===== src/common/mcu_config.svh =====
// --------------------------------------------------------------------------
// Build constants for the MCU: memory banking, address map, pad counts and
// interrupt vector positions. Include in any file that needs them.
// --------------------------------------------------------------------------
`ifndef MCU_CONFIG_SVH
`define MCU_CONFIG_SVH

// On-chip memory of 1 KiB per bank
`define MCU_NUM_BANKS   2
`define MCU_BANK_WORDS  256
`define MCU_MEM_BASE    32'h0000_0000

// Peripheral regions decoded on addr[31:28]
`define MCU_AO_PERIPH_BASE  32'h2000_0000
`define MCU_PERIPH_BASE     32'h3000_0000

// Pads
`define MCU_AO_GPIO_PINS  8
`define MCU_GPIO_PINS     24

// Bit positions in the core interrupt vector
`define MCU_IRQ_SOFTWARE      3
`define MCU_IRQ_EXTERNAL      11
`define MCU_IRQ_GPIO_AO_BASE  23

`endif


===== src/common/mcu_pkg.sv =====
// --------------------------------------------------------------------------
// Shared bus types: the simplified OBI request and response and the slave
// select used by the bus decoder.
// --------------------------------------------------------------------------
`default_nettype none

package mcu_pkg;

  // OBI request, 70 bits
  typedef struct packed {
    logic        req;
    logic        we;
    logic [3:0]  be;
    logic [31:0] addr;
    logic [31:0] wdata;
  } obi_req_t;

  // OBI response, 34 bits
  typedef struct packed {
    logic        gnt;
    logic        rvalid;
    logic [31:0] rdata;
  } obi_resp_t;

  typedef enum logic [1:0] {
    SEL_MEM,
    SEL_AO,
    SEL_PERIPH,
    SEL_NONE
  } slave_sel_e;

endpackage

`default_nettype wire


===== src/ao_peripheral_subsystem/ao_peripheral_subsystem.sv =====
// --------------------------------------------------------------------------
// Always-on peripherals: exit registers, the power manager for bank and
// peripheral clock gates and peripheral reset, and the 8-pin GPIO.
// --------------------------------------------------------------------------
`timescale 1ns/1ps
`default_nettype none
`include "mcu_config.svh"

module ao_peripheral_subsystem
  import mcu_pkg::*;
(
  input  logic                         clk_i,
  input  logic                         rst_n_i,
  input  obi_req_t                     slave_req_i,
  output obi_resp_t                    slave_resp_o,
  input  logic [`MCU_AO_GPIO_PINS-1:0] gpio_i,
  output logic [`MCU_AO_GPIO_PINS-1:0] gpio_o,
  output logic [`MCU_AO_GPIO_PINS-1:0] gpio_oe_o,
  output logic [`MCU_AO_GPIO_PINS-1:0] gpio_intr_o,
  output logic                         exit_valid_o,
  output logic [31:0]                  exit_value_o,
  output logic [`MCU_NUM_BANKS-1:0]    mem_clkgate_en_no,
  output logic                         periph_clkgate_en_no,
  output logic                         periph_rst_no
);

  obi_req_t                  gpio_req;
  logic [31:0]               gpio_rdata;
  logic                      gpio_sel;
  logic                      gpio_sel_q;
  logic                      wr;
  logic                      rvalid_q;
  logic                      rd_q;
  logic [31:0]               reg_rdata;
  logic [31:0]               reg_rdata_q;
  logic [`MCU_NUM_BANKS-1:0] mem_gate_q;
  logic [1:0]                periph_ctrl_q;
  logic                      periph_rst_q;

  // addr[8] picks the GPIO over the local registers
  assign gpio_sel = slave_req_i.addr[8];
  assign wr       = slave_req_i.req && slave_req_i.we && !gpio_sel;

  always_comb begin
    gpio_req     = slave_req_i;
    gpio_req.req = slave_req_i.req && gpio_sel;
  end

  always_comb begin
    case (slave_req_i.addr[7:2])
      6'd0:    reg_rdata = 32'(exit_valid_o);
      6'd1:    reg_rdata = exit_value_o;
      6'd2:    reg_rdata = 32'(mem_gate_q);
      6'd3:    reg_rdata = 32'(periph_ctrl_q);
      default: reg_rdata = '0;
    endcase
  end

  always_ff @(posedge clk_i or negedge rst_n_i) begin
    if (!rst_n_i) begin
      exit_valid_o  <= 1'b0;
      exit_value_o  <= '0;
      mem_gate_q    <= '0;
      periph_ctrl_q <= '0;
    end else if (wr) begin
      case (slave_req_i.addr[7:2])
        6'd0:    exit_valid_o  <= slave_req_i.wdata[0];
        6'd1:    exit_value_o  <= slave_req_i.wdata;
        6'd2:    mem_gate_q    <= slave_req_i.wdata[`MCU_NUM_BANKS-1:0];
        6'd3:    periph_ctrl_q <= slave_req_i.wdata[1:0];
        default: ;
      endcase
    end
  end

  // Peripheral reset flop also follows the global reset
  always_ff @(posedge clk_i or negedge rst_n_i) begin
    if (!rst_n_i) begin
      rvalid_q     <= 1'b0;
      rd_q         <= 1'b0;
      periph_rst_q <= 1'b0;
    end else begin
      rvalid_q     <= slave_req_i.req;
      rd_q         <= slave_req_i.req && !slave_req_i.we;
      periph_rst_q <= !periph_ctrl_q[1];
    end
  end

  always_ff @(posedge clk_i) begin
    if (slave_req_i.req) begin
      gpio_sel_q  <= gpio_sel;
      reg_rdata_q <= reg_rdata;
    end
  end

  assign slave_resp_o.gnt    = slave_req_i.req;
  assign slave_resp_o.rvalid = rvalid_q;
  assign slave_resp_o.rdata  = !rd_q ? '0 : (gpio_sel_q ? gpio_rdata : reg_rdata_q);

  // Active-low enables are the inverted gate bits
  assign mem_clkgate_en_no    = ~mem_gate_q;
  assign periph_clkgate_en_no = ~periph_ctrl_q[0];
  assign periph_rst_no        = periph_rst_q;

  gpio #(
    .NUM_PINS(`MCU_AO_GPIO_PINS)
  ) ao_gpio_i (
    .clk_i,
    .rst_n_i,
    .en_i     (1'b1),
    .req_i    (gpio_req),
    .gpio_i,
    .rdata_o  (gpio_rdata),
    .gpio_o,
    .gpio_oe_o,
    .intr_o   (gpio_intr_o)
  );

endmodule

`default_nettype wire


===== src/hw/gpio.sv =====
// --------------------------------------------------------------------------
// Register-mapped GPIO with a two-flop input synchronizer and rising-edge
// interrupts. The parent raises req only for accesses to this block.
// --------------------------------------------------------------------------
`timescale 1ns/1ps
`default_nettype none

module gpio
  import mcu_pkg::*;
#(
  parameter int unsigned NUM_PINS = 8
) (
  input  logic                clk_i,
  input  logic                rst_n_i,
  input  logic                en_i,
  input  obi_req_t            req_i,
  input  logic [NUM_PINS-1:0] gpio_i,
  output logic [31:0]         rdata_o,
  output logic [NUM_PINS-1:0] gpio_o,
  output logic [NUM_PINS-1:0] gpio_oe_o,
  output logic [NUM_PINS-1:0] intr_o
);

  logic [NUM_PINS-1:0] sync_q;
  logic [NUM_PINS-1:0] data_in_q;
  logic [NUM_PINS-1:0] prev_q;
  logic [NUM_PINS-1:0] intr_en_q;
  logic [NUM_PINS-1:0] status_q;
  logic [NUM_PINS-1:0] rise;
  logic [NUM_PINS-1:0] clr;
  logic [2:0]          reg_idx;
  logic                wr;
  logic [31:0]         rd_val;

  assign reg_idx = req_i.addr[4:2];
  assign wr      = req_i.req && req_i.we;
  assign rise    = data_in_q & ~prev_q;
  // INTR_STATUS is write-one-to-clear
  assign clr     = (wr && reg_idx == 3'd4) ? req_i.wdata[NUM_PINS-1:0] : '0;

  always_comb begin
    case (reg_idx)
      3'd0:    rd_val = 32'(data_in_q);
      3'd1:    rd_val = 32'(gpio_o);
      3'd2:    rd_val = 32'(gpio_oe_o);
      3'd3:    rd_val = 32'(intr_en_q);
      3'd4:    rd_val = 32'(status_q);
      default: rd_val = '0;
    endcase
  end

  always_ff @(posedge clk_i or negedge rst_n_i) begin
    if (!rst_n_i) begin
      sync_q    <= '0;
      data_in_q <= '0;
      prev_q    <= '0;
      gpio_o    <= '0;
      gpio_oe_o <= '0;
      intr_en_q <= '0;
      status_q  <= '0;
    end else if (en_i) begin
      sync_q    <= gpio_i;
      data_in_q <= sync_q;
      prev_q    <= data_in_q;
      status_q  <= (status_q & ~clr) | (rise & intr_en_q);
      if (wr) begin
        case (reg_idx)
          3'd1:    gpio_o    <= req_i.wdata[NUM_PINS-1:0];
          3'd2:    gpio_oe_o <= req_i.wdata[NUM_PINS-1:0];
          3'd3:    intr_en_q <= req_i.wdata[NUM_PINS-1:0];
          default: ;
        endcase
      end
    end
  end

  always_ff @(posedge clk_i) begin
    if (en_i && req_i.req && !req_i.we) begin
      rdata_o <= rd_val;
    end
  end

  assign intr_o = status_q;

endmodule

`default_nettype wire


===== config.mk =====
export PLATFORM = sky130hd
export DESIGN_NAME = ao_peripheral_subsystem
export DESIGN_NICKNAME = d
export VERILOG_FILES = /design/src/common/mcu_pkg.sv /design/src/ao_peripheral_subsystem/ao_peripheral_subsystem.sv /design/src/hw/gpio.sv
export VERILOG_INCLUDE_DIRS = /design/src /design/src/common
export SDC_FILE = /design/constraint.sdc
export NUM_CORES = 1
export LEC_CHECK = 0
export BUFFER_PORTS_ARGS = -buffer_cell sky130_fd_sc_hd__buf_2
export CAP_MARGIN = 20
export CELL_PAD_IN_SITES_DETAIL_PLACEMENT = 1
export CELL_PAD_IN_SITES_GLOBAL_PLACEMENT = 2
export CORE_ASPECT_RATIO = 0.6
export CORE_MARGIN = 5
export CORE_UTILIZATION = 36
export CTS_CLUSTER_SIZE = 40
export DETAILED_ROUTE_END_ITERATION = 7
export PLACE_DENSITY = 0.95
export SYNTH_ARGS = -nofsm -noshare
export SYNTH_HDL_FRONTEND = slang
export SYNTH_SLANG_ARGS = --single-unit

===== constraint.sdc =====
create_clock -name clk_i -period 2.9 [get_ports clk_i]
set_input_delay 0.435 -clock clk_i [delete_from_list [all_inputs] [get_ports clk_i]]
set_output_delay 0.435 -clock clk_i [all_outputs]
set_load 0.05 [all_outputs]

* Word-level counts from Yosys, hierarchy flattened
Cells that the tools add are included.
** Word-level totals
- Bits in registers :: 161
- Logic and storage cells :: 56
- Output and inout port bits :: 95
** Operators by class
- Reductions and logical operators :: 19
- Bitwise gates (word level) :: 8
- Equal/unequal tests :: 7
- Muxes and demuxes :: 5
** Operators by type and width (count)
- $pmux 32 s4 :: 1
- $mux 32 :: 2
- $pmux 8 s5 :: 1
- $and 8x8->8 :: 3
- $not 8->8 :: 2
- $reduce_and 2->1 :: 7
- $eq 6x2->1 const B :: 2
- $mux 8 :: 1
- $or 8x8->8 :: 1
- $logic_and 1x1->1 :: 7
- $eq 3x2->1 const B :: 2
- $eq 6x1->1 const B :: 1
- $logic_not 6->1 :: 1
- $eq 3x1->1 const B :: 1
- $eq 3x3->1 const B :: 1
- $logic_not 1->1 :: 3
- $logic_not 3->1 :: 1
- $not 2->2 :: 1
- $not 1->1 :: 1

* Logic depth before layout (Yosys ltp)
- Depth in word-level cells :: 7
- Gate-level depth with buffers :: 5

* Hierarchy
A second synthesis with hierarchy kept.
** Unflattened totals
- Cell total of the unflattened synthesis :: 468
- Area total of the unflattened synthesis :: 6384.9 µm²
** By module, submodules not included
- ao_peripheral_subsystem :: cells each 244, sequential area each 1991.9 µm², instances 1, area each 3379.5 µm²
- gpio :: cells each 224, sequential area each 1641.6 µm², instances 1, area each 3005.4 µm²

* Worst setup path after synthesis
OpenSTA, ideal clock, no wires.
- Path kind :: input -> register
- Start :: input port slave_req_i[39] (netlist bit)
- End :: register exit_value_o[22]
- Arrival time :: 1.878 ns
- Stages on the path :: 5
- Setup time :: 0.125 ns
- Path buffers :: 2
- Slack :: 0.897 ns
- Path through :: or4_1 -> buf_2 -> nor3_4 -> buf_6 -> mux2_2
** On the way
- Word-level cells in the longest chain between the ends :: 2
** Ends and longest elaborated chain
- start: declaration :: RTL line ao_peripheral_subsystem.sv:14 : input obi_req_t slave_req_i,
- $eq 6x1->1 :: RTL line ao_peripheral_subsystem.sv:66 : case (slave_req_i.addr[7:2])
- $reduce_and 2->1 (no source line)
- end signal: assignment :: RTL line ao_peripheral_subsystem.sv:68 : 6'd1: exit_value_o <= slave_req_i.wdata;
- end: declaration :: RTL line ao_peripheral_subsystem.sv:21 : output logic [31:0] exit_value_o,
No other way between the ends.
A chain may end at the register's enable or synchronous reset.

==> impl_metrics.env <==
export IMPL_syn_area_per_cell_um2=14.53
export IMPL_period_share_pct=80.62
export IMPL_synth_most_common_cell="dfrtp_1"
export IMPL_worst_clock_skew_ns=0.008517
export IMPL_synth_top_area_share_pct=43.50
export IMPL_drv_slew=0
export IMPL_ys_flop_type="dfrtp_1"
export IMPL_clkSinkCount=137
export IMPL_coreArea_mm2=0.01520
export IMPL_drt_first_pass_iters=4
export IMPL_max_stage_delay_ns=0.62
export IMPL_cts_tree="built"
export IMPL_cp_end_kind="primary output"
export IMPL_dieArea_mm2=0.01800
export IMPL_seq_area_frac_synth_pct=65.79
export IMPL_syn_nets=460
export IMPL_synthesis_area_mm2=0.005523
export IMPL_worstMarginPinSlew_ns=0.7544
export IMPL_rsz0062_at_grt="false"
export IMPL_insertion_delay_ns=0.41
export IMPL_outcome="complete, no violations"
export IMPL_clkTransAtPathRegs_ns=0.06
export IMPL_path_max_fanout=24
export IMPL_async_reset_ff_share_pct=70.07
export IMPL_drt_iter0_markers=124
export IMPL_finalHoldViolCount=0
export IMPL_ys_types=31
export IMPL_numCtsBuffers=17
export IMPL_finalPower_w=0.005251
export IMPL_cpMaxStageDelayCell="edfxtp_1"
export IMPL_die_y_um=105.9
export IMPL_max_cap_viol_count=0
export IMPL_yosys_register_bits=137
export IMPL_placementRows=35
export IMPL_nNetsFinal=613
export IMPL_dp_slack_ns=0.5112
export IMPL_io_buffers=145
export IMPL_period_minus_slack_ns=2.338
export IMPL_antenna_found_initial=0
export IMPL_htree_levels=4
export IMPL_cts_buffer_depth=2
export IMPL_vdd_drop_max_uv=383.2
export IMPL_synth_warnings=0
export IMPL_startpoint_type="flip-flop"
export IMPL_num_vias=3690
export IMPL_diodes=0
export IMPL_setup_ws_ns=0.5621
export IMPL_area_growth_pct=28.70
export IMPL_grt_pass1_vias=4187
export IMPL_viasPerCell=4.927
export IMPL_yosys_top_cells_area="dfrtp_1 43%, edfxtp_1 22%, mux2_2 14%"
export IMPL_ant_nets=0
export IMPL_path_class="flip-flop to primary output"
export IMPL_root_buffer="clkbuf_16"
export IMPL_cts_resized=0
export IMPL_setup_violations=0
export IMPL_synth_common_cells="96 x dfrtp_1, 68 x mux2_2, 55 x and2_1"
export IMPL_hold_path_class="input port to async pin"
export IMPL_wirelength_mm=14.51
export IMPL_dp_hpwl_mm=10.44
export IMPL_die_width_um=169.9
export IMPL_maxSlewHeadroom_pct=49.60
export IMPL_route_detailed_drc=0
export IMPL_gp_congestion=0.7982
export IMPL_tns_ns=0
export IMPL_crit_required_ns=2.47
export IMPL_fmax_ghz=0.4277
export IMPL_synth_edf_count=41
export IMPL_hold_buffers=0
export IMPL_syn_inst=380
export IMPL_io_pins=175
export IMPL_path_cells="nor2b_1 -> buf_4 -> and2_1 -> buf_2"
export IMPL_p_leak_nw=3.344
export IMPL_cp_arrival_ns=1.90
export IMPL_drive_gt1_share_pct=46.52
export IMPL_grt_max_degree=57
export IMPL_grtUsageTotal_pct=16.58
export IMPL_synth_top_area_cell="dfrtp_1"
export IMPL_drt_wirelength_per_cell_um=19.37
export IMPL_grt_pass1_wl_mm=23.03
export IMPL_fin_util_pct=46.78
export IMPL_power_density_mw_per_mm2=738.7
export IMPL_post_cts_setup_buffers=0
export IMPL_start_util_pct=36.34
export IMPL_grt_overflow_total=0
==> flip-flops by register name (all words and copies together) (netlist names) <==
name                 flops
ao_gpio_i.sync_q         8
ao_gpio_i.gpio_oe_o      8
ao_gpio_i.intr_o         8
periph_rst_no            1
exit_valid_o             1
ao_gpio_i.rdata_o        8
rvalid_q                 1
rd_q                     1
reg_rdata_q             32
ao_gpio_i.gpio_o         8
ao_gpio_i.intr_en_q      8
ao_gpio_i.prev_q         8
exit_value_o            32
periph_ctrl_q            2
ao_gpio_i.data_in_q      8
mem_gate_q               2
gpio_sel_q               1
==> worst paths after layout <==
check,startpoint,to,slack (ns),cells after the start
min in group clk_i,gpio_i[7],ao_gpio_i.sync_q[7]$_DFF_PN0_,0.12,1
max in group asynchronous,rst_n_i,ao_gpio_i.intr_o[7]$_DFF_PN0_,2.17,2
worst max register to register,periph_ctrl_q[0]$_DFFE_PN0P_,reg_rdata_q[0]$_DFFE_PP_,1.57,2
worst min-delay path,rst_n_i,exit_value_o[1]$_DFFE_PN0P_,0.01,1
worst max-delay path,gpio_sel_q$_DFFE_PP_,slave_resp_o[24],0.56,4
worst min register to register,ao_gpio_i.sync_q[0]$_DFF_PN0_,ao_gpio_i.data_in_q[0]$_DFF_PN0_,0.34,0
==> kinds of logic (layout without fill, tap and decap cells) <==
family                 after synthesis  after routing  share of synthesized area (%)
DFF                                137            137                          65.79
and+or+nand+nor                    106            106                          11.37
muxes                               79             79                          16.11
AOI/OAI and AO/OA                   33             33                          4.440
buffers and inverters               25            191                          2.288
==> worst max-delay path, delay by kind of cell (launching register included) <==
kind / cells / cell delay [ns]
and+or+nand+nor: 2 / 0.36
buffers and inverters: 2 / 0.50
DFF: 1 / 0.62
==> per-layer routing <==
metal	vias up	GRT usage (%)	share of wire, %
li1	1665	-	-
met1	1899	22.72	46
met2	111	25.64	46
met3	15	5.128	6.3
met4	0	4.615	0.96
met5	-	0	0
==> power breakdown <==
group | leakage, nW | total, W | internal (W) | switching, W
Clock | 0.300 | 0.00221 | 0.00140 | 0.000808
Sequential | 1.62 | 0.00226 | 0.00214 | 0.000114
Combinational | 1.42 | 0.000787 | 0.000235 | 0.000552
Total | 3.34 | 0.00525 | 0.00378 | 0.00147
==> cells in the final DEF, fill, tap and decap left out, types with 3 or more instances in the layout <==
cell type and instances:
mux2i_1 9, nand2_1 11, buf_4 9, nand3_1 9, mux2_2 68, nor2b_1 13
nor2_1 4, dfrtp_1 96, edfxtp_1 41, a22oi_1 14, buf_2 144, and2_1 55
clkinv_4 4, o22ai_1 8, nand3b_1 3, o2bb2ai_1 8, clkbuf_1 4, clkbuf_16 19
inv_1 4
==> layout make-up <==
cell class                 instances  area, µm²
tap                              203      254.0
timing repair buffer             155      828.3
inverter                           4      15.01
clock inverter                     8      107.6
clock buffer                      24      504.2
sequential                       137       3633
fill                            1559       8088
multi-input combinational        218       1765
==> through the flow <==
stage,area (µm²),cells,hold slack [ns]
2_1_floorplan,5523,380,0.1394
3_3_place_gp,6496,717,0.3335
3_5_place_dp,6496,717,0.3358
4_1_cts,7108,749,0.02623
5_1_grt,7108,749,0.03371
6_report,7108,749,0.009961
No activity file was read; power rests on OpenSTA's default activity.
