**config.mk**
```make
export PLATFORM = sky130hd
export DESIGN_NAME = system_bus
export DESIGN_NICKNAME = d
export VERILOG_FILES = /design/src/common/mcu_pkg.sv /design/src/hw/system_bus.sv
export VERILOG_INCLUDE_DIRS = /design/src /design/src/common
export SDC_FILE = /design/constraint.sdc
export NUM_CORES = 1
export LEC_CHECK = 0
export ABC_AREA = 0
export BUFFER_PORTS_ARGS = -buffer_cell sky130_fd_sc_hd__buf_2
export CAP_MARGIN = 20
export CORE_AREA = 2 2 161 163
export CTS_CLUSTER_SIZE = 20
export DETAILED_ROUTE_END_ITERATION = 6
export DIE_AREA = 0 0 163 165
export HOLD_SLACK_MARGIN = 0.1
export PLACE_DENSITY = 0.42
export SETUP_SLACK_MARGIN = 0.15
export SLEW_MARGIN = 15
export SYNTH_ARGS = -nofsm -noshare
export SYNTH_HDL_FRONTEND = slang
export SYNTH_SLANG_ARGS = --single-unit
```
**constraint.sdc**
```tcl
create_clock -name clk_i -period 1.5 [get_ports clk_i]
set_clock_uncertainty 0.2 [all_clocks]
set_input_delay 0.075 -clock clk_i [delete_from_list [all_inputs] [get_ports clk_i]]
set_output_delay 0.075 -clock clk_i [all_outputs]
set_load 0.01 [all_outputs]
```
**src/common/mcu_config.svh**
```systemverilog
// --------------------------------------------------------------------------
// Build constants for the MCU: memory banking, address map, pad counts and
// interrupt vector positions. Include in any file that needs them.
// --------------------------------------------------------------------------
`ifndef MCU_CONFIG_SVH
`define MCU_CONFIG_SVH

// On-chip memory of 1 KiB per bank
`define MCU_NUM_BANKS   2
`define MCU_BANK_WORDS  256
`define MCU_MEM_BASE    32'h0000_0000

// Peripheral regions decoded on addr[31:28]
`define MCU_AO_PERIPH_BASE  32'h2000_0000
`define MCU_PERIPH_BASE     32'h3000_0000

// Pads
`define MCU_AO_GPIO_PINS  8
`define MCU_GPIO_PINS     24

// Bit positions in the core interrupt vector
`define MCU_IRQ_SOFTWARE      3
`define MCU_IRQ_EXTERNAL      11
`define MCU_IRQ_GPIO_AO_BASE  23

`endif

```
**src/common/mcu_pkg.sv**
```systemverilog
// --------------------------------------------------------------------------
// Shared bus types: the simplified OBI request and response and the slave
// select used by the bus decoder.
// --------------------------------------------------------------------------
`default_nettype none

package mcu_pkg;

  // OBI request, 70 bits
  typedef struct packed {
    logic        req;
    logic        we;
    logic [3:0]  be;
    logic [31:0] addr;
    logic [31:0] wdata;
  } obi_req_t;

  // OBI response, 34 bits
  typedef struct packed {
    logic        gnt;
    logic        rvalid;
    logic [31:0] rdata;
  } obi_resp_t;

  typedef enum logic [1:0] {
    SEL_MEM,
    SEL_AO,
    SEL_PERIPH,
    SEL_NONE
  } slave_sel_e;

endpackage

`default_nettype wire

```
**src/hw/system_bus.sv**
```systemverilog
// --------------------------------------------------------------------------
// Single-master system bus. Decodes the region from addr[31:28], forwards
// the request to one slave and routes its response back a cycle later.
// --------------------------------------------------------------------------
`timescale 1ns/1ps
`default_nettype none
`include "mcu_config.svh"

module system_bus
  import mcu_pkg::*;
(
  input  logic      clk_i,
  input  logic      rst_n_i,
  input  obi_req_t  master_req_i,
  output obi_resp_t master_resp_o,
  output obi_req_t  mem_req_o,
  input  obi_resp_t mem_resp_i,
  output obi_req_t  ao_req_o,
  input  obi_resp_t ao_resp_i,
  output obi_req_t  periph_req_o,
  input  obi_resp_t periph_resp_i
);

  localparam logic [31:0] MEM_BASE    = `MCU_MEM_BASE;
  localparam logic [31:0] AO_BASE     = `MCU_AO_PERIPH_BASE;
  localparam logic [31:0] PERIPH_BASE = `MCU_PERIPH_BASE;

  slave_sel_e sel;
  slave_sel_e sel_q;
  logic       gnt;
  logic       none_rvalid_q;

  always_comb begin
    case (master_req_i.addr[31:28])
      MEM_BASE[31:28]:    sel = SEL_MEM;
      AO_BASE[31:28]:     sel = SEL_AO;
      PERIPH_BASE[31:28]: sel = SEL_PERIPH;
      default:            sel = SEL_NONE;
    endcase
  end

  // Only the selected slave sees req
  always_comb begin
    mem_req_o        = master_req_i;
    ao_req_o         = master_req_i;
    periph_req_o     = master_req_i;
    mem_req_o.req    = master_req_i.req && (sel == SEL_MEM);
    ao_req_o.req     = master_req_i.req && (sel == SEL_AO);
    periph_req_o.req = master_req_i.req && (sel == SEL_PERIPH);
  end

  always_comb begin
    case (sel)
      SEL_MEM:    gnt = mem_resp_i.gnt;
      SEL_AO:     gnt = ao_resp_i.gnt;
      SEL_PERIPH: gnt = periph_resp_i.gnt;
      default:    gnt = master_req_i.req;
    endcase
  end

  // Remember who was granted so the response comes from the right slave
  always_ff @(posedge clk_i or negedge rst_n_i) begin
    if (!rst_n_i) begin
      sel_q         <= SEL_NONE;
      none_rvalid_q <= 1'b0;
    end else begin
      none_rvalid_q <= gnt && (sel == SEL_NONE);
      if (gnt) begin
        sel_q <= sel;
      end
    end
  end

  always_comb begin
    master_resp_o.gnt = gnt;
    case (sel_q)
      SEL_MEM: begin
        master_resp_o.rvalid = mem_resp_i.rvalid;
        master_resp_o.rdata  = mem_resp_i.rdata;
      end
      SEL_AO: begin
        master_resp_o.rvalid = ao_resp_i.rvalid;
        master_resp_o.rdata  = ao_resp_i.rdata;
      end
      SEL_PERIPH: begin
        master_resp_o.rvalid = periph_resp_i.rvalid;
        master_resp_o.rdata  = periph_resp_i.rdata;
      end
      default: begin
        master_resp_o.rvalid = none_rvalid_q;
        master_resp_o.rdata  = '0;
      end
    endcase
  end

endmodule

`default_nettype wire

```
; Yosys cells after proc, flatten, opt, wreduce, memory -nomap -nowiden
; Cells that the tools add are included.
[classes]
n_reduce_logical = 7
mux = 3
n_eq_ne = 7
[ops]
columns = cell, count
row1 = 33-bit one-hot mux with 3 select lines, 1
row2 = 4-bit by 2-bit == test with 1-bit output (second input constant), 2
row3 = 2-bit == test (second input constant), 3
row4 = 2-bit one-hot mux with 3 select lines, 1
row5 = 2-bit by 1-bit == test with 1-bit output (second input constant), 2
row6 = 1-bit logical AND, 4
row7 = 2-bit zero test, 2
row8 = 4-bit zero test, 1
row9 = 1-bit one-hot mux with 3 select lines, 1
[word_totals]
register_bits = 3
out_inout_bits = 244
in_bits = 174
word_cells = 19

; Longest topological paths before layout
; Gate-level depths: netlist of the first run.
[depth]
ltp_word = 5
ltp_mapped = 6
ltp_nobuf = 3

; Least setup slack after synthesis of the first run
; No wires, ideal clock.
[synth_timing]
kind = reg-to-output
startpoint = register sel_q[1]
endpoint = output master_resp_o[0] (netlist bit)
setup_slack_ns = -0.025
n_path_buf = 2
arrival_time_ns = 1.250
stages_incl_launch_ff = 5
required_time_ns = 1.225
path_cell_list = dfstp_2 > buf_2 > buf_4 > mux2i_1 > o21ai_0
[synth_rtl]
columns = element, line_no
row1 = from (decl), system_bus.sv:29  ; slave_sel_e sel_q;
row2 = from (signal assigned), system_bus.sv:69  ; sel_q <= sel;
row3 = to (decl), system_bus.sv:15  ; output obi_resp_t master_resp_o,

==> results.json, run 1 <==
{
  "worstPathArrival_ns": 1.57,
  "startpoint_type": "flop",
  "place.gp.congestion": 0.6045,
  "worstPathCellList": "buf_12 > buf_16 > mux2i_4 > o21ai_2 > buf_2",
  "fin_nets": 539,
  "drv_slew": 0,
  "max-cap-violations": 0,
  "synth_fp_nets": 512,
  "area_growth_pct": 34.83,
  "failed_checks": "negative setup slack",
  "worst_setup_path_end_kind": "primary output",
  "routed_wl_um": 8880,
  "critPathRequiredTime_ns": 1.22,
  "min_from": "ao_resp_i[33]",
  "setup_tns_ns": -10.09,
  "grt_pass1_vias": 2169,
  "overflow": 0,
  "setup_viol": 33,
  "synth-seq-cells": 3,
  "crit_type": "reg2out",
  "grt_first_pass_wirelength_um": 11770,
  "clock_path_buffers": 2,
  "die_w_um": 163,
  "final_common_cell": "buf_2",
  "layout.cells.non_filler": 694,
  "mostFrequentLayoutCells": "buf_2 (155), dlygate4sd3_1 (67), o21ai_2 (30)",
  "rsz0062_at_grt": "yes",
  "drc": 0,
  "core_area_mm2": 0.02504,
  "avgSynthCellArea_um2": 7.322,
  "ant_nets": 0,
  "p_leak_nw": 1.672,
  "port-buffer-count": 157,
  "drtIter0Drc": 28,
  "die_y_um": 165,
  "finalPower_mw": 1.590,
  "drive_gt1_share_pct": 67.03,
  "die_area_mm2": 0.02690,
  "grt_max_degree": 19,
  "clock_latency_ns": 0.22,
  "antenna_found_initial": 1,
  "crit_buf_inv": 3,
  "cts-htree-levels": 1,
  "pwr_density_cell_mw_per_mm2": 476.3,
  "diodes": 0,
  "max_freq_mhz": 541.9,
  "routedWlPerCell_um": 12.80,
  "period_needed_ns": 1.845,
  "finalWorstSetupSlack_ns": -0.3452,
  "syn_area_mm2": 0.002475,
  "path_delay_family": "flip-flops",
  "fillers": 2873,
  "drt_pass1_iterations": 4,
  "hold_violations": 0,
  "max_stage_delay_ns": 0.59,
  "boundaryPins": 418,
  "r2r-start": "sel_q[1]",
  "numCtsBuffers": 3,
  "rows": 58,
  "grt_usage_pct": 5.880,
  "seq_area_frac_synth_pct": 3.134,
  "vias": 2097,
  "root_buffer": "clkbuf_16",
  "relSlewSlack_pct": 72.52,
  "place_inst": 615,
  "crit_path_start": "sel_q[1]",
  "irDropWorstVdd_uv": 284.2,
  "clock_sinks": 3,
  "clk_pin_slew_ns": 0.03,
  "utilization_pct": 13.33,
  "ys_types": 27,
  "initial_core_util_pct": 9.885,
  "worstPathMaxFanout": 5,
  "synthCells": 338,
  "ys_warn_count": 0,
  "cpMaxStageDelayCell": "dfstp_2",
  "viasPerCell": 3.022,
  "worst_hold_path_type": "in2reg",
  "outcome": "complete, but fails checks",
  "tritoncts": "yes",
  "hpwl_um": 6616,
  "finalCritPeriodShare_pct": 123.0,
  "tightest_slew_ns": 0.4109
}
worst reg2reg max path: stages (launching register included):
cell,delay (ns)
dfstp_2,0.39
buf_6,0.12
buf_12,0.13
o32a_1,0.38
sequential cells by signal (all words and copies together), names as in the netlist:
register	cells
none_rvalid_q	1
sel_q	2
cell type report:
class                           instances  area, µm²  area share, %
Clock buffer                            4      78.83          2.362
Multi-Input combinational cell        115       1025          30.71
Sequential cell                         3      77.57          2.325
Tap cell                              330      412.9          12.37
Timing Repair Buffer                  242       1743          52.23
power by group:
group	switching, mW	leakage (nW)	total (mW)	internal [mW]
Sequential	0.00679	0.0332	0.0968	0.0900
Combinational	0.580	1.60	1.07	0.493
Clock	0.0694	0.0382	0.420	0.350
Total	0.656	1.67	1.59	0.934
cells in the mapped netlist:
cell / number / share of area [%]
clkbuf_1: 3 / 0.45
a21boi_2: 1 / 0.45
a211o_1: 1 / 0.35
and3_1: 1 / 0.25
nor2_1: 1 / 0.15
nor3b_1: 1 / 0.30
and4b_2: 1 / 0.45
o32a_1: 1 / 0.40
or3_2: 1 / 0.30
mux2_4: 1 / 0.61
buf_2: 6 / 1.2
mux4_2: 1 / 0.91
dfstp_2: 2 / 2.1
nand2_1: 32 / 4.9
and3_4: 1 / 0.45
mux2i_1: 32 / 13
dfrtp_1: 1 / 1.0
nor3_1: 1 / 0.20
o21ai_1: 7 / 1.4
or2b_1: 1 / 0.30
and4_2: 1 / 0.40
nand2b_1: 1 / 0.25
o21ai_0: 25 / 5.1
a32oi_1: 1 / 0.35
buf_4: 211 / 64
a31oi_1: 1 / 0.25
nor2b_1: 2 / 0.51
routing by layer:
metal / vias up / routed length, µm / part of all wire [%] / global-route usage (%)
li1: 947 / - / - / -
met3: 8 / 726 / 8.2 / 0.9543
met5: - / 18 / 0.20 / 0
met4: 2 / 77 / 0.87 / 1.569
met2: 204 / 5086 / 57 / 12.46
met1: 936 / 2971 / 33 / 5.771
metrics by stage:
step	setup WS, ns	cell area (µm²)	hold slack [ns]
floorplan	0.08755	2634	-0.4206
global placement	-0.1785	2293	-0.3118
detailed placement	-0.1978	2293	-0.3118
CTS	-0.3666	3258	0.1122
global route	-0.4017	3337	0.1685
finish	-0.3452	3337	0.1421
logic make-up (layout without fill, tap and decap cells):
logic type	count (synthesis)	count (layout)	share of synthesized area, %
compound gates	37	37	8.291
buf+inv	220	246	65.67
flops	3	3	3.134
mux	34	34	14.46
simple gates	44	44	8.443
path summary, 6_finish.rpt:
check	endpoint	slack [ns]	cells after the start
max	master_resp_o[30]	-0.35	5
min	sel_q[0]	0.14	3
max reg2reg	sel_q[1]	0.18	3
min reg2reg	sel_q[0]	0.70	2
max in group asynchronous	none_rvalid_q	0.43	3
min in group asynchronous	sel_q[0]	0.16	2
what timing repair did:
item / 4_1_cts / 5_1_grt
hold endpoints to repair: 198 / 0
gates resized for setup: 28 / 16
pin swaps: 0 / 3
cloned: 2 / 0
setup buffers: 4 / 2
hold buffers: 67 / 0
setup endpoints to repair: 35 / 36
Note: power is estimated with default switching activity, not from simulation.
==> run 2, diff against run 1 <==
--- a/config.mk
+++ b/config.mk
@@ -15,6 +15,7 @@
 export DIE_AREA = 0 0 163 165
 export HOLD_SLACK_MARGIN = 0.1
 export PLACE_DENSITY = 0.42
+export RECOVER_POWER = 50
 export SETUP_SLACK_MARGIN = 0.15
 export SLEW_MARGIN = 15
 export SYNTH_ARGS = -nofsm -noshare
==> run 2 against run 1 <==
Compared with the run above:
- the flow still finishes with violations (negative setup slack)
- cell count unchanged
- worst hold slack about the same
- cell area is 0.60% lower
- critical endpoint unchanged
- wire length barely moved
- clock power about the same
- global-route usage did not move
- setup slack did not move
==> results.json, run 2 (synthesis results as in run 1) <==
{
  "outcome": "complete, but fails checks",
  "failed_checks": "negative setup slack",
  "drive_gt1_share_pct": 63.19,
  "initial_core_util_pct": 9.885,
  "vias": 2087,
  "setup_viol": 33,
  "largest_register_ffs": 2,
  "tritoncts": "yes",
  "port-buffer-count": 157,
  "max-cap-violations": 0,
  "mostFrequentLayoutCells": "buf_2 (142), dlygate4sd3_1 (67), o21ai_2 (30)",
  "grt_pass1_vias": 2169,
  "drtIter0Drc": 25,
  "clock_sinks": 3,
  "root_buffer": "clkbuf_16",
  "diodes": 0,
  "reg2reg_setup_slack_ns": 0.18,
  "min_from": "ao_resp_i[33]",
  "critPathRequiredTime_ns": 1.22,
  "tightest_slew_ns": 0.5473,
  "drv_slew": 0,
  "grt_first_pass_wirelength_um": 11770,
  "clock_latency_ns": 0.22,
  "relSlewSlack_pct": 63.51,
  "drt_pass1_iterations": 4,
  "worstHoldPathCells": 3,
  "overflow": 0,
  "worstPathMaxFanout": 5,
  "drc": 0,
  "die_y_um": 165,
  "reg2reg_to": "sel_q[1]",
  "startpoint_type": "flop",
  "grt_max_degree": 19,
  "viasPerCell": 3.007,
  "die_area_mm2": 0.02690,
  "place.gp.congestion": 0.6045,
  "routedWlPerCell_um": 12.79,
  "die_w_um": 163,
  "finalWorstSetupSlack_ns": -0.3452,
  "worstPathArrival_ns": 1.57,
  "period_needed_ns": 1.845,
  "r2r-start": "sel_q[1]",
  "hold_violations": 0,
  "worst_hold_path_type": "in2reg",
  "cts-htree-levels": 1,
  "antenna_found_initial": 1,
  "rsz0062_at_grt": "yes",
  "rows": 58,
  "clk_pin_slew_ns": 0.03,
  "core_area_mm2": 0.02504,
  "max_freq_mhz": 541.9,
  "reg_top3": "sel_q x2, none_rvalid_q x1",
  "p_leak_nw": 1.635,
  "irDropWorstVdd_uv": 283.9,
  "worst_setup_path_end_kind": "primary output",
  "finalCritPeriodShare_pct": 123.0,
  "crit_type": "reg2out",
  "setup_tns_ns": -10.08,
  "pwr_density_cell_mw_per_mm2": 477.4,
  "hpwl_um": 6616,
  "boundaryPins": 418,
  "fin_nets": 539,
  "min_to": "sel_q[0]",
  "grt_usage_pct": 5.880,
  "r2r_cells": 3,
  "numCtsBuffers": 3,
  "area_growth_pct": 34.02,
  "top_register": "sel_q",
  "placed_area_mm2": 0.002293,
  "ant_nets": 0,
  "routed_wl_um": 8874,
  "clock_path_buffers": 2,
  "fin_area_mm2": 0.003317,
  "final_common_cell": "buf_2",
  "utilization_pct": 13.25
}
==> run 2: changes by cell type in the layout (fill, tap and decap cells not counted), sizes merged <==
cell	delta
clkbuf	+13
buf	-13
==> run 2: worst max path at each step <==
stage,start,endpoint,cells after the start
floorplan,sel_q[0],master_resp_o[0],6
global placement,sel_q[1],master_resp_o[30],4
detailed placement,sel_q[1],master_resp_o[30],4
CTS,sel_q[1],master_resp_o[11],6
global route,sel_q[1],master_resp_o[11],6
finish,sel_q[1],master_resp_o[30],5
==> run 2: repair_timing <==
item	4_1_cts	5_1_grt
endpoints found under the hold margin	198	0
buffers inserted	4	2
hold buffers	67	0
cloned	2	0
setup endpoints to repair	35	36
pin swaps	0	3
gates resized for setup	28	16
==> run 2: worst max-delay path: stages, from the launching register on <==
cell	delay, ns
dfstp_2	0.59
buf_12	0.15
buf_16	0.14
mux2i_4	0.25
o21ai_2	0.06
buf_2	0.14
==> run 2: final cells by class <==
cell class	instances	area, µm²
flip-flops and latches	3	77.57
multi-input cells	115	1021
clock buffers	4	78.83
well taps	330	412.9
fillers	2879	21720
repair buffers	242	1727
==> run 2: per-stage QoR <==
step / hold WS, ns / setup slack (ns) / cells / power [mW]
after floorplan: -0.4206 / 0.08755 / 338 / 0.9587
after global placement: -0.3118 / -0.1785 / 615 / 0.7175
after detailed placement: -0.3118 / -0.1978 / 615 / 0.7183
after CTS: 0.1122 / -0.3666 / 692 / 1.589
after global routing: 0.1685 / -0.4017 / 694 / 1.707
final: 0.1421 / -0.3452 / 694 / 1.583
==> run 2: where the power goes <==
group,switching [mW],total (mW),internal (mW)
clock,0.0694,0.420,0.350
sequential,0.00679,0.0968,0.0900
combinational,0.579,1.07,0.488
==> run 2: layer usage <==
layer / global-route usage [%] / share of wire (%) / vias up
met4: 1.569 / 0.87 / 2
met5: 0 / 0.20 / -
met2: 12.46 / 57 / 203
li1: - / - / 943
met1: 5.771 / 33 / 931
met3: 0.9543 / 8.2 / 8
==> run 3, diff against run 2 <==
--- a/config.mk
+++ b/config.mk
@@ -9,10 +9,10 @@
 export ABC_AREA = 0
 export BUFFER_PORTS_ARGS = -buffer_cell sky130_fd_sc_hd__buf_2
 export CAP_MARGIN = 20
-export CORE_AREA = 2 2 161 163
+export CORE_AREA = 2 2 163 165
 export CTS_CLUSTER_SIZE = 20
 export DETAILED_ROUTE_END_ITERATION = 6
-export DIE_AREA = 0 0 163 165
+export DIE_AREA = 0 0 165 167
 export HOLD_SLACK_MARGIN = 0.1
 export PLACE_DENSITY = 0.42
 export RECOVER_POWER = 50
==> run 3 against run 2 <==
Compared with the run above:
- the flow still finishes with violations (negative setup slack)
- combinational power down 5%
- critical endpoint is now master_resp_o[14]
- register-to-register slack better by 0.03 ns
- worst hold slack got worse by 0.016 ns
- sequential power rose by 0.4%
==> results.json, run 3 (synthesis results as in run 1) <==
{
  "overflow": 0,
  "drc": 0,
  "tritoncts": "yes",
  "finalCritPeriodShare_pct": 120.4,
  "core_area_mm2": 0.02576,
  "drt_pass1_iterations": 4,
  "drtIter0Drc": 22,
  "antenna_found_initial": 2,
  "clock_latency_ns": 0.22,
  "finalWorstSetupSlack_ns": -0.3063,
  "die_area_mm2": 0.02756,
  "place_inst": 624,
  "drv_slew": 0,
  "hold_violations": 0,
  "viasPerCell": 2.991,
  "port-buffer-count": 157,
  "worstHoldPathCells": 3,
  "cts-htree-levels": 1,
  "hpwl_um": 6530,
  "boundaryPins": 418,
  "top_register": "sel_q",
  "crit_type": "reg2out",
  "clk_pin_slew_ns": 0.03,
  "holdWs_ns": 0.1258,
  "clock_sinks": 3,
  "diodes": 0,
  "worstPathArrival_ns": 1.53,
  "drive_gt1_share_pct": 61.92,
  "fin_area_mm2": 0.003237,
  "root_buffer": "clkbuf_16",
  "ant_nets": 0,
  "setup_tns_ns": -8.692,
  "routed_wl_um": 8199,
  "relSlewSlack_pct": 63.22,
  "min_from": "master_req_i[63]",
  "area_growth_pct": 30.79,
  "finalPower_mw": 1.539,
  "max_freq_mhz": 553.6,
  "final_common_cell": "buf_2",
  "grt_first_pass_wirelength_um": 10940,
  "r2r_cells": 3,
  "rsz0062_at_grt": "yes",
  "die_w_um": 165,
  "regArea_um2": 77.57,
  "p_leak_nw": 1.608,
  "fin_nets": 540,
  "failed_checks": "negative setup slack",
  "worst_hold_path_type": "in2reg",
  "pwr_density_cell_mw_per_mm2": 475.6,
  "rows": 59,
  "period_needed_ns": 1.806,
  "mostFrequentLayoutCells": "buf_2 (141), dlygate4sd3_1 (67), o21ai_2 (30)",
  "largest_register_ffs": 2,
  "vias": 2094,
  "initial_core_util_pct": 9.606,
  "max-cap-violations": 0,
  "routedWlPerCell_um": 11.71,
  "irDropWorstVdd_uv": 216.5,
  "reg_top3": "sel_q x2, none_rvalid_q x1",
  "grt_usage_pct": 5.307,
  "grt_pass1_vias": 2071,
  "worst_setup_path_end_kind": "primary output",
  "placed_area_mm2": 0.002355,
  "r2r-start": "sel_q[1]",
  "place.gp.congestion": 0.6569,
  "fillers": 2962,
  "reg2reg_setup_slack_ns": 0.21,
  "setup_viol": 34,
  "crit_path_start": "sel_q[1]",
  "reg2reg_to": "sel_q[1]",
  "critPathRequiredTime_ns": 1.22,
  "startpoint_type": "flop",
  "die_y_um": 167,
  "min_to": "sel_q[1]",
  "worstPathMaxFanout": 8,
  "outcome": "complete, but fails checks",
  "layout.cells.non_filler": 700,
  "clock_path_buffers": 2,
  "multiInputGateArea_um2": 964.7,
  "grt_max_degree": 22,
  "numCtsBuffers": 3,
  "tightest_slew_ns": 0.5516
}
[run 3: worst max-delay path: stages, from the launching register on]
cell,delay (ns)
dfstp_2,0.57
buf_12,0.17
buf_12,0.14
mux2i_2,0.22
o21ai_2,0.07
buf_2,0.13
[run 3: area by class of cell]
type / count / share of cell area, %
timing repair buffer: 243 / 52.42
multi-input combinational: 115 / 29.80
tap: 335 / 12.95
clock buffer: 4 / 2.435
sequential: 3 / 2.397
[run 3: power breakdown]
| part | switching [mW] | internal, mW | leakage (nW) |
|---|---|---|---|
| Clock | 0.0697 | 0.350 | 0.0382 |
| Sequential | 0.00717 | 0.0900 | 0.0332 |
| Combinational | 0.554 | 0.468 | 1.54 |
| Total | 0.631 | 0.909 | 1.61 |
[run 3: timing repair]
| action | CTS | global route |
|---|---|---|
| pin swaps | 2 | 2 |
| buffers inserted | 1 | 4 |
| hold buffers | 67 | 0 |
| hold endpoints to repair | 199 | 0 |
| resized for setup | 20 | 12 |
| endpoints found under the setup margin | 35 | 35 |
[run 3: through the flow]
step / utilization (%) / setup WS (ns)
after floorplan: - / 0.08755
after global placement: 9.140 / -0.1251
after detailed placement: 9.140 / -0.1331
after CTS: 12.39 / -0.3508
after global routing: 12.56 / -0.3871
final: 12.56 / -0.3063
[run 3: metal layers]
metal	global-route usage (%)	vias to the layer above	wire, µm
met1	4.911	917	2688
met5	0	-	28
li1	-	952	-
met3	1.918	13	840
met2	10.87	208	4564
met4	0.9452	4	78
[run 3: worst max-delay path by stage]
stage	cells past startpoint	slack [ns]	end
global route	5	-0.39	master_resp_o[7]
CTS	5	-0.35	master_resp_o[6]
finish	5	-0.31	master_resp_o[14]
detailed placement	4	-0.13	master_resp_o[29]
global placement	5	-0.13	master_resp_o[17]
floorplan	6	0.09	master_resp_o[0]
